==> src/fetch_pkg.sv <==
`default_nettype none

package fetch_pkg;

	typedef logic [31:0] addr_t;
	typedef logic [31:0] word_t;
	typedef logic [4:0]  reg_idx_t;

	// One instruction word read as I-type or as S-type
	typedef union packed {
		struct packed {
			logic [6:0] funct7;
			reg_idx_t   rs2;
			reg_idx_t   rs1;
			logic [2:0] funct3;
			reg_idx_t   rd;
			logic [6:0] opcode;
		} inst_i_view;
		struct packed {
			logic [6:0] imm_hi;
			reg_idx_t   rs2;
			reg_idx_t   rs1;
			logic [2:0] funct3;
			logic [4:0] imm_lo;
			logic [6:0] opcode;
		} inst_s_view;
	} inst_word_t;

	// Boot address
	localparam addr_t reset_pc = 32'h3000_0000;

	// Cacheable window with an exclusive limit
	localparam addr_t cache_base  = 32'ha000_0000;
	localparam addr_t cache_limit = 32'ha200_0000;

	// Direct-mapped cache of 16 lines of 32 bytes
	localparam int line_words       = 8;
	localparam int line_offset_bits = 5;
	localparam int cache_lines      = 16;
	localparam int index_bits       = 4;
	localparam int tag_bits         = 23;

	// Read bus length and burst codes
	localparam logic [3:0] burst_len_code = 4'd7;
	localparam logic [1:0] burst_incr     = 2'b01;
	localparam logic [1:0] burst_fixed    = 2'b00;

	// Only the store opcode uses the S view
	localparam logic [6:0] opcode_store = 7'b0100011;

endpackage

`default_nettype wire

==> src/fetch_pc.sv <==
`timescale 1ns/100ps
`default_nettype none

module fetch_pc import fetch_pkg::*; (
	input  wire        clock,
	input  wire        reset,
	input  wire        redirect,
	input  wire addr_t redirect_addr,
	input  wire        fetch_done,
	input  wire        held,
	input  wire        out_taken,
	output addr_t      pc,
	output logic       cached,
	output logic       fetch_start,
	output logic       drop
);

	logic  busy;
	logic  pending;
	logic  want;
	addr_t target;
	logic  resolve;
	logic  want_next;
	logic  start_now;

	assign cached = (pc >= cache_base) && (pc < cache_limit);

	// Word of the fetch in flight is thrown away after a redirect
	assign drop = pending | (redirect & busy);

	assign resolve = busy & fetch_done & (pending | redirect);
	assign want_next = want | out_taken | (redirect & ~busy) | resolve;

	// A redirect clears the output register, so back-pressure no longer applies
	assign start_now = want_next & (~busy | fetch_done) & (~held | redirect);

	always_ff @(posedge clock) begin
		if (reset) begin
			pc <= reset_pc;
			busy <= 1'b0;
			pending <= 1'b0;
			want <= 1'b1;
			fetch_start <= 1'b0;
		end else begin
			fetch_start <= start_now;
			want <= want_next & ~start_now;
			if (start_now)
				busy <= 1'b1;
			else if (fetch_done)
				busy <= 1'b0;
			if (resolve)
				pending <= 1'b0;
			else if (redirect & busy)
				pending <= 1'b1;
			if (resolve)
				pc <= redirect ? redirect_addr : target;
			else if (redirect & ~busy)
				pc <= redirect_addr;
			else if (out_taken)
				pc <= pc + 32'd4;
		end
	end

	always_ff @(posedge clock) begin
		if (redirect)
			target <= redirect_addr;
	end

endmodule

`default_nettype wire

==> src/fetch_icache.sv <==
`timescale 1ns/100ps
`default_nettype none

module fetch_icache import fetch_pkg::*; (
	input  wire        clock,
	input  wire        reset,
	input  wire        fetch_start,
	input  wire addr_t pc,
	input  wire        cached,
	input  wire        refill_valid,
	input  wire addr_t refill_addr,
	input  wire word_t refill_word,
	output logic       lookup_done,
	output logic       hit,
	output word_t      hit_word
);

	logic [tag_bits-1:0]         tag_array [cache_lines];
	word_t                       data_array [cache_lines*line_words];
	logic [cache_lines-1:0]      line_valid;

	logic [index_bits-1:0]       pc_index;
	logic [tag_bits-1:0]         pc_tag;
	logic [line_offset_bits-3:0] pc_word;

	logic [index_bits-1:0]       fill_index;
	logic [tag_bits-1:0]         fill_tag;
	logic [line_offset_bits-3:0] fill_word;
	logic                        fill_first;
	logic                        fill_last;

	assign pc_index = pc[line_offset_bits +: index_bits];
	assign pc_tag = pc[line_offset_bits + index_bits +: tag_bits];
	assign pc_word = pc[line_offset_bits-1:2];

	assign fill_index = refill_addr[line_offset_bits +: index_bits];
	assign fill_tag = refill_addr[line_offset_bits + index_bits +: tag_bits];
	assign fill_word = refill_addr[line_offset_bits-1:2];

	// Refill always runs from word 0 up to the last word of the line
	assign fill_first = refill_valid && (fill_word == '0);
	assign fill_last = refill_valid && (fill_word == '1);

	// pc stays put for the whole fetch, so the lookup reads it directly
	assign hit = lookup_done & line_valid[pc_index] & (tag_array[pc_index] == pc_tag);
	assign hit_word = data_array[{pc_index, pc_word}];

	always_ff @(posedge clock) begin
		if (reset) begin
			lookup_done <= 1'b0;
			line_valid <= '0;
		end else begin
			lookup_done <= fetch_start & cached;
			if (fill_last)
				line_valid[fill_index] <= 1'b1;
			else if (fill_first)
				line_valid[fill_index] <= 1'b0;
		end
	end

	always_ff @(posedge clock) begin
		if (refill_valid)
			data_array[{fill_index, fill_word}] <= refill_word;
		if (fill_last)
			tag_array[fill_index] <= fill_tag;
	end

endmodule

`default_nettype wire

==> src/fetch_bus.sv <==
`timescale 1ns/100ps
`default_nettype none

module fetch_bus import fetch_pkg::*; (
	input  wire        clock,
	input  wire        reset,
	input  wire        fetch_start,
	input  wire        cached,
	input  wire        lookup_done,
	input  wire        hit,
	input  wire word_t hit_word,
	input  wire addr_t pc,

	output addr_t      mem_araddr,
	output logic       mem_arvalid,
	input  wire        mem_arready,
	output logic [1:0] mem_arburst,
	output logic [3:0] mem_arlen,
	input  wire word_t mem_rdata,
	input  wire [1:0]  mem_rresp,
	input  wire        mem_rlast,
	input  wire        mem_rvalid,
	output logic       mem_rready,

	output logic       refill_valid,
	output addr_t      refill_addr,
	output word_t      refill_word,
	output logic       bus_done,
	output word_t      fetch_word
);

	logic  reading;
	logic  burst_mode;
	addr_t beat_addr;
	addr_t line_base;
	word_t picked_word;
	logic  beat;
	logic  want_beat;
	logic  uncached_start;
	logic  miss_start;

	assign mem_rready = 1'b1;

	assign uncached_start = fetch_start & ~cached;
	assign miss_start = lookup_done & ~hit;
	assign line_base = {pc[31:line_offset_bits], {line_offset_bits{1'b0}}};

	assign beat = mem_rvalid & mem_rready & reading;
	assign bus_done = beat & (~burst_mode | mem_rlast);

	// Critical word of a burst, or the only beat of a single read
	assign want_beat = beat &
		(~burst_mode | (beat_addr[line_offset_bits-1:2] == pc[line_offset_bits-1:2]));

	assign refill_valid = beat & burst_mode;
	assign refill_addr = beat_addr;
	assign refill_word = mem_rdata;

	assign fetch_word = (lookup_done & hit) ? hit_word :
		want_beat ? mem_rdata : picked_word;

	always_ff @(posedge clock) begin
		if (reset) begin
			mem_arvalid <= 1'b0;
			reading <= 1'b0;
			burst_mode <= 1'b0;
		end else if (uncached_start) begin
			mem_arvalid <= 1'b1;
			reading <= 1'b1;
			burst_mode <= 1'b0;
		end else if (miss_start) begin
			mem_arvalid <= 1'b1;
			reading <= 1'b1;
			burst_mode <= 1'b1;
		end else begin
			if (mem_arvalid & mem_arready)
				mem_arvalid <= 1'b0;
			if (bus_done)
				reading <= 1'b0;
		end
	end

	always_ff @(posedge clock) begin
		if (uncached_start) begin
			mem_araddr <= pc;
			mem_arlen <= 4'd0;
			mem_arburst <= burst_fixed;
		end else if (miss_start) begin
			mem_araddr <= line_base;
			mem_arlen <= burst_len_code;
			mem_arburst <= burst_incr;
			beat_addr <= line_base;
		end else if (beat) begin
			beat_addr <= beat_addr + 32'd4;
		end
		if (want_beat)
			picked_word <= mem_rdata;
	end

endmodule

`default_nettype wire

==> src/fetch_decode.sv <==
`timescale 1ns/100ps
`default_nettype none

module fetch_decode import fetch_pkg::*; (
	input  wire        clock,
	input  wire        reset,
	input  wire        fetch_done,
	input  wire        drop,
	input  wire        redirect,
	input  wire word_t fetch_word,
	input  wire addr_t pc,
	input  wire        out_ready,
	output logic       out_valid,
	output addr_t      out_pc,
	output word_t      inst,
	output reg_idx_t   rd,
	output reg_idx_t   rs1,
	output reg_idx_t   rs2,
	output word_t      imm,
	output logic       held,
	output logic       out_taken
);

	inst_word_t inst_q;
	logic       capture;

	assign capture = fetch_done & ~drop;
	assign held = out_valid & ~out_ready;
	assign out_taken = out_valid & out_ready;

	always_ff @(posedge clock) begin
		if (reset)
			out_valid <= 1'b0;
		else if (redirect)
			out_valid <= 1'b0;
		else if (capture)
			out_valid <= 1'b1;
		else if (out_taken)
			out_valid <= 1'b0;
	end

	always_ff @(posedge clock) begin
		if (capture) begin
			inst_q <= fetch_word;
			out_pc <= pc;
		end
	end

	assign inst = inst_q;
	assign rd = inst_q.inst_i_view.rd;
	assign rs1 = inst_q.inst_i_view.rs1;
	assign rs2 = inst_q.inst_i_view.rs2;

	// Stores split the immediate around rd
	always_comb begin
		if (inst_q.inst_s_view.opcode == opcode_store)
			imm = {{20{inst_q.inst_s_view.imm_hi[6]}},
				inst_q.inst_s_view.imm_hi, inst_q.inst_s_view.imm_lo};
		else
			imm = {{20{inst_q.inst_i_view.funct7[6]}},
				inst_q.inst_i_view.funct7, inst_q.inst_i_view.rs2};
	end

endmodule

`default_nettype wire

==> src/fetch_top.sv <==
`timescale 1ns/100ps
`default_nettype none

module fetch_top import fetch_pkg::*; (
	input  wire        clock,
	input  wire        reset,
	input  wire        redirect,
	input  wire addr_t redirect_addr,
	input  wire        out_ready,

	output addr_t      mem_araddr,
	output logic       mem_arvalid,
	input  wire        mem_arready,
	output logic [1:0] mem_arburst,
	output logic [3:0] mem_arlen,
	input  wire word_t mem_rdata,
	input  wire [1:0]  mem_rresp,
	input  wire        mem_rlast,
	input  wire        mem_rvalid,
	output logic       mem_rready,

	output logic       out_valid,
	output addr_t      out_pc,
	output word_t      inst,
	output reg_idx_t   rd,
	output reg_idx_t   rs1,
	output reg_idx_t   rs2,
	output word_t      imm
);

	addr_t pc;
	logic  cached;
	logic  fetch_start;
	logic  drop;
	logic  held;
	logic  out_taken;
	logic  lookup_done;
	logic  hit;
	word_t hit_word;
	logic  refill_valid;
	addr_t refill_addr;
	word_t refill_word;
	logic  bus_done;
	word_t fetch_word;
	logic  fetch_done;

	// Cache hit or end of a bus read
	assign fetch_done = (lookup_done & hit) | bus_done;

	fetch_pc u_pc (
		.clock(clock), .reset(reset),
		.redirect(redirect), .redirect_addr(redirect_addr),
		.fetch_done(fetch_done), .held(held), .out_taken(out_taken),
		.pc(pc), .cached(cached), .fetch_start(fetch_start), .drop(drop)
	);

	fetch_icache u_icache (
		.clock(clock), .reset(reset),
		.fetch_start(fetch_start), .pc(pc), .cached(cached),
		.refill_valid(refill_valid), .refill_addr(refill_addr), .refill_word(refill_word),
		.lookup_done(lookup_done), .hit(hit), .hit_word(hit_word)
	);

	fetch_bus u_bus (
		.clock(clock), .reset(reset),
		.fetch_start(fetch_start), .cached(cached), .lookup_done(lookup_done),
		.hit(hit), .hit_word(hit_word), .pc(pc),
		.mem_araddr(mem_araddr), .mem_arvalid(mem_arvalid), .mem_arready(mem_arready),
		.mem_arburst(mem_arburst), .mem_arlen(mem_arlen), .mem_rdata(mem_rdata),
		.mem_rresp(mem_rresp), .mem_rlast(mem_rlast), .mem_rvalid(mem_rvalid),
		.mem_rready(mem_rready),
		.refill_valid(refill_valid), .refill_addr(refill_addr), .refill_word(refill_word),
		.bus_done(bus_done), .fetch_word(fetch_word)
	);

	fetch_decode u_decode (
		.clock(clock), .reset(reset),
		.fetch_done(fetch_done), .drop(drop), .redirect(redirect),
		.fetch_word(fetch_word), .pc(pc), .out_ready(out_ready),
		.out_valid(out_valid), .out_pc(out_pc), .inst(inst),
		.rd(rd), .rs1(rs1), .rs2(rs2), .imm(imm),
		.held(held), .out_taken(out_taken)
	);

endmodule

`default_nettype wire

==> config.mk <==
export PLATFORM = sky130hd
export DESIGN_NAME = fetch_top
export DESIGN_NICKNAME = d
export VERILOG_FILES = /design/src/fetch_pkg.sv /design/src/fetch_pc.sv /design/src/fetch_icache.sv /design/src/fetch_bus.sv /design/src/fetch_decode.sv /design/src/fetch_top.sv
export SDC_FILE = /design/constraint.sdc
export NUM_CORES = 2
export LEC_CHECK = 0
export ABC_AREA = 0
export BUFFER_PORTS_ARGS = -buffer_cell sky130_fd_sc_hd__buf_2
export CAP_MARGIN = 20
export CORE_MARGIN = 2
export CORE_UTILIZATION = 60
export DETAILED_ROUTE_END_ITERATION = 10
export PLACE_DENSITY = 0.76
export SLEW_MARGIN = 15
export SYNTH_ARGS = -nofsm -noshare
export SYNTH_HDL_FRONTEND = slang
export SYNTH_MEMORY_MAX_BITS = 65536
export SYNTH_SLANG_ARGS = --single-unit
==> constraint.sdc <==
create_clock -name clock -period 14.6 [get_ports clock]
set_input_delay 0 -clock clock [delete_from_list [all_inputs] [get_ports clock]]
set_output_delay 0 -clock clock [all_outputs]
set_load 0.02 [all_outputs]
**After elaboration in Yosys (flattened, before gate mapping)**

Memory sizes are Yosys's and may differ from the RTL's. A register that Yosys moved wholly into a read port is not among the register bits.
Index checks and enable logic that the tools add are counted.

- Add/sub/neg operators: 2
- Order comparisons: 5
- Eq/ne operators: 4
- Muxes and demuxes: 35
- Bitwise gates (word level): 43
- Reductions and logical operators: 17

Operators with widths:

| operator | number |
|---|---|
| 2-to-1 mux 32 bit | 10 |
| adder 32 x 3 -> 32 bit (second input constant) | 2 |
| greater-or-equal comparator 32 bit (second input constant) | 1 |
| < comparator 32 bit (second input constant) | 1 |
| 2-to-1 mux 16 bit | 2 |
| == test 23 bit | 1 |
| bitwise AND 1 bit | 21 |
| bitwise AND 16 bit | 1 |
| 2-to-1 mux 1 bit | 16 |
| NOT 16 bit | 1 |
| OR 16 bit | 1 |
| 2-to-1 mux 7 bit | 2 |
| < comparator 4 x 5 -> 1 bit (second input constant) | 2 |
| OR 1 bit | 10 |
| nonzero test 2 bit | 5 |
| NOT 1 bit | 9 |
| nonzero test 3 bit | 3 |
| 2-to-1 mux 4 bit | 2 |
| == test 7 x 6 -> 1 bit (second input constant) | 1 |
| OR reduction 2 bit | 3 |
| 2-to-1 mux 5 bit | 1 |
| binary-select mux 1 bit (select 4 bit) | 1 |
| demux 1 bit (select 4 bit) | 1 |
| greater-or-equal comparator 4 x 1 -> 1 bit (second input constant) | 1 |
| other kinds (5) | 8 |

- Register bits after elaboration: 251
- Memory bits (writable): 4,464
- Input port bits: 73
- Word-level logic and storage cells: 128
- Memories kept: 2

Memories:

| name | words | width | read ports | clocked after Yosys merged registers in | wr ports | line | RTL |
|---|---|---|---|---|---|---|---|
| u_icache.data_array | 128 | 32 | 1 | 1 | 1 | fetch_icache.sv:19 | `word_t data_array [cache_lines*line_words];` |
| u_icache.tag_array | 16 | 23 | 1 | 1 | 1 | fetch_icache.sv:18 | `logic [tag_bits-1:0] tag_array [cache_lines];` |

**Logic depth before layout (Yosys ltp)**

- Depth in word-level cells: 13
- Gate-level depth with buffers: 17
- Depth with buffers taken out: 11

**Modules after synthesis**

A second synthesis with hierarchy kept.

- Cells, all modules: 7,719
- Area, all modules: 181,840.6 µm²

By module, submodules not included:

| module | times used | cells each | area each (µm²) | sequential area each (µm²) |
|---|---|---|---|---|
| fetch_icache | 1 | 6,799 | 170,870.1 | 134,388.9 |
| fetch_bus | 1 | 395 | 5,008.6 | 2,582.5 |
| fetch_pc | 1 | 404 | 3,584.7 | 1,361.3 |
| fetch_decode | 1 | 120 | 2,369.8 | 1,941.9 |
| fetch_top | 1 | 1 | 7.5 | 0.0 |

**Least setup slack after synthesis**

Ideal clock, no wire load.

- Path kind: flip-flop to flip-flop
- Start: register (tool-made name)
- End: register u_decode.inst_q, in the netlist u_decode.inst[0], enable pin
- Library setup time: 494 ps
- Data arrival time: 5,990 ps
- Required time: 14,106 ps
- Setup slack: 8,116 ps
- Cell stages (with the launch flop): 14
- Clock period less this slack: 6,484 ps
- Cells stage by stage: dfxtp_1 -> buf_4 -> buf_4 -> buf_4 -> mux4_2 -> xnor2_1 -> nor3_1 -> or4_1 -> nor4b_1 -> nand4_1 -> nor4_2 -> nor2_1 -> buf_2 -> nor2b_1

RTL lines:

| element | line | RTL |
|---|---|---|
| to (signal assigned) | fetch_decode.sv:44 | `inst_q <= fetch_word;` |
| to (decl) | fetch_decode.sv:24 | `inst_word_t inst_q;` |

==> results.yml <==
outcome:
  status: "finished, final reports clean"
route:
  ant_nets: 0
  num_vias: 90750
  drc: 0
  drt-total-wl_mm: 495.1
  post_drt_wl_per_cell_um: 38.99
  dr.pass1.iters: 8
  vias_per_cell: 7.147
  initialDrtViolationCount: 15880
synth:
  synth-async-reset-ratio: 0
  yosysWarningCount: 0
  synth_cells: 7722
  synthTopCellsByArea: "edfxtp_1 76%, mux4_2 18%, dfxtp_1 1.4%, clkbuf_1 0.67%, mux2i_1 0.56%"
  synth.most_common_cell: "edfxtp_1"
  synth_seq_cells: 4719
  syn_area_um2: 181400
  synth_cell_types: 69
  synth_commonest_cells: "4590 x edfxtp_1, 1415 x mux4_2, 325 x clkbuf_1"
  avgSynthCellArea_um2: 23.49
  netlist.top_cell.by_area: "edfxtp_1"
  ys.flop_type: "edfxtp_1"
  synth_edf_count: 4590
  synth_top_area_share: 0.7598
  synth-seq-area-share: 0.7740
worst_setup_path:
  crit_path_end_kind: "register"
  cp.required_ps: 15430
  slowest_stage: "buf_4"
  critPathMaxStageDelay_ps: 880
  cp.buffers_inverters: 2
  cp_common_cell: "buf_4"
  cp_top_family: "compound AO/OA/AOI/OAI gates"
  path_cells: "buf_4 -> mux4_2 -> nor2_1 -> a221oi_1 -> mux2_4 -> or4b_1 -> or4_1 -> or3_1 -> a21oi_4 -> buf_4 -> nand2_1 -> a311oi_1"
  critPathLaunchType: "register"
  crit_arrival_ps: 7570
  crit_fanout: 64
  criticalPathCategory: "reg2reg"
floorplanning:
  num_io_pins: 225
  core_um2: 300300
  core.rowCount: 201
  die_w_um: 553.9
  start_util: 0.6041
  die_y_um: 553.9
  die_area_um2: 306800
clocking:
  clk_pin_slew_ps: 60
  cts_setup_buffers: 0
  insertion_delay_ps: 1010
  ctsResizeCount: 0
  cts_buffer_depth: 4
  htree_levels: 5
  cts_tree: "yes"
  numCtsBuffers: 446
  cts_sinks: 4719
  cts_root_buf: "clkbuf_16"
min_path:
  min_from: "redirect_addr[17]"
  hold_class: "in2reg"
power_and_ir_drop:
  combPwrFrac: 0.083
  ir_worst_vdd_v: 0.0001273
  switching_share: 0.2281
  p_leak_nw: 62.79
  internal_power_w: 0.02235
  cellPowerDensity_nw_per_um2: 141.4
  seqPwrFrac: 0.518
  p_clk_frac: 0.399
  power.net_switching_w: 0.006607
grt:
  grt_pass1_vias: 91490
  antenna_found_initial: 46
  grt_max_degree: 147
  gr-total-overflow: 0
  grt_pass1_wl_mm: 691.9
  grt_usage: 0.3231
cells_and_area:
  final_layout_size_suffix_gt1_frac: 0.3183
  area_delta_synth_final_pct: 12.91
  fill_cells: 17110
  fin_cells: 12700
  nets: 8421
sta:
  max_freq_mhz: 148.4
  fin_setup_tns_ps: 0
  setup_ws_ps: 7863
  hold_violations: 0
  period_minus_slack_ps: 6737
  rsz0062_at_grt: "false"
  fin_skew_ps: 85.68
  tightest_slew_ps: 1275
  setup_viol: 0
  slew_headroom: 0.1500
  finalMaxSlewViolations: 0
  hold-worst-slack_ps: 40.12
  finalCritPeriodShare: 0.4614
place:
  hpwl_mm: 246.0
  portBuffers: 219
  pre_cts_ws_ps: 7685
  post-place-cells: 11690
  gp_congestion: 0.9080
flow_run:
  cap_violations: 0
## cells by family (layout without fill, tap and decap cells)
group | count (synthesis) | after routing | synth area share
flops | 4719 | 4719 | 0.7740
mux | 1586 | 1586 | 0.1856
simple gates | 560 | 560 | 0.01397
buf+inv | 513 | 1511 | 0.01249
compound gates | 257 | 257 | 0.009670
xor+xnor | 80 | 80 | 0.003862
fa+ha+maj | 5 | 5 | 0.0003449
other cells | 2 | 22 | 0.00004140
## through the flow
step / cell area (um^2) / total power [W] / util
floorplan: 181400 / 0.01662 / -
global placement: 188600 / 0.01750 / 0.6280
detailed placement: 188600 / 0.01755 / 0.6280
CTS: 204600 / 0.02897 / 0.6812
global route: 204800 / 0.02955 / 0.6820
finish: 204800 / 0.02896 / 0.6821
## worst min-delay path, stage by stage
cell and delay [ps]:
dlygate4sd3_1 530, buf_2 160, nor2_1 110, a211o_1 110, a311oi_1 80
## layout by cell type (no fill, tap or decap), drive strengths merged, types with 69 or more instances in the layout
master       synthesis  layout
nand2              105     105
edfxtp            4590    4590
dfxtp              129     129
clkbuf             325     564
buf                141     488
a21oi               75      75
mux4              1415    1415
clkinv               3     199
nor2               269     269
mux2                69      69
mux2i              102     102
dlygate4sd3          0     150
## area by class of cell
cell class | count | area, um^2 | share of cell area
antenna | 19 | 47.55 | 0.0002321
clock buffer | 564 | 11810 | 0.05766
clock inverter | 262 | 2656 | 0.01297
inverter | 47 | 181.4 | 0.0008857
multi-input combinational | 2491 | 39760 | 0.1941
sequential | 4719 | 140400 | 0.6856
tap | 3958 | 4952 | 0.02418
timing repair buffer | 638 | 4987 | 0.02435
## power by group through the flow
stage               Combinational, W  Sequential [W]  Clock, W
CTS                          0.00234          0.0150    0.0116
finish                       0.00239          0.0150    0.0116
global placement             0.00221          0.0153         0
detailed placement           0.00226          0.0153         0
floorplan                    0.00137          0.0152         0
global route                 0.00245          0.0150    0.0121
## per-layer routing
metal,global-route usage,up-vias,wire [um]
met1,0.4253,47700,164600
li1,-,34120,-
met2,0.5210,7698,243000
met5,0,-,142
met3,0.07133,1211,60740
met4,0.1527,22,26630
## worst paths after layout
path	endpoint	slack [ps]	cells past startpoint
worst max-delay path	register	7860	12
worst min-delay path	u_pc.pc[17]	40	5
worst max register to register	register	7860	12
worst min register to register	u_bus.mem_araddr[22]	440	0
## repair_timing
action / CTS / global route
endpoints found under the setup margin: 0 / 0
hold buffers: 150 / 0
hold endpoints to repair: 2111 / 0
## flip-flops by register name, indices dropped and copies added (netlist names), 30 cells and up, named ones only
register             flops
u_bus.refill_addr       30
u_decode.inst           32
u_decode.out_pc         32
u_icache.data_array   4096
u_bus.picked_word       32
u_pc.pc                 32
u_pc.target             32
u_icache.tag_array     368
u_bus.mem_araddr        32
Power figures use the tool's default switching activity.
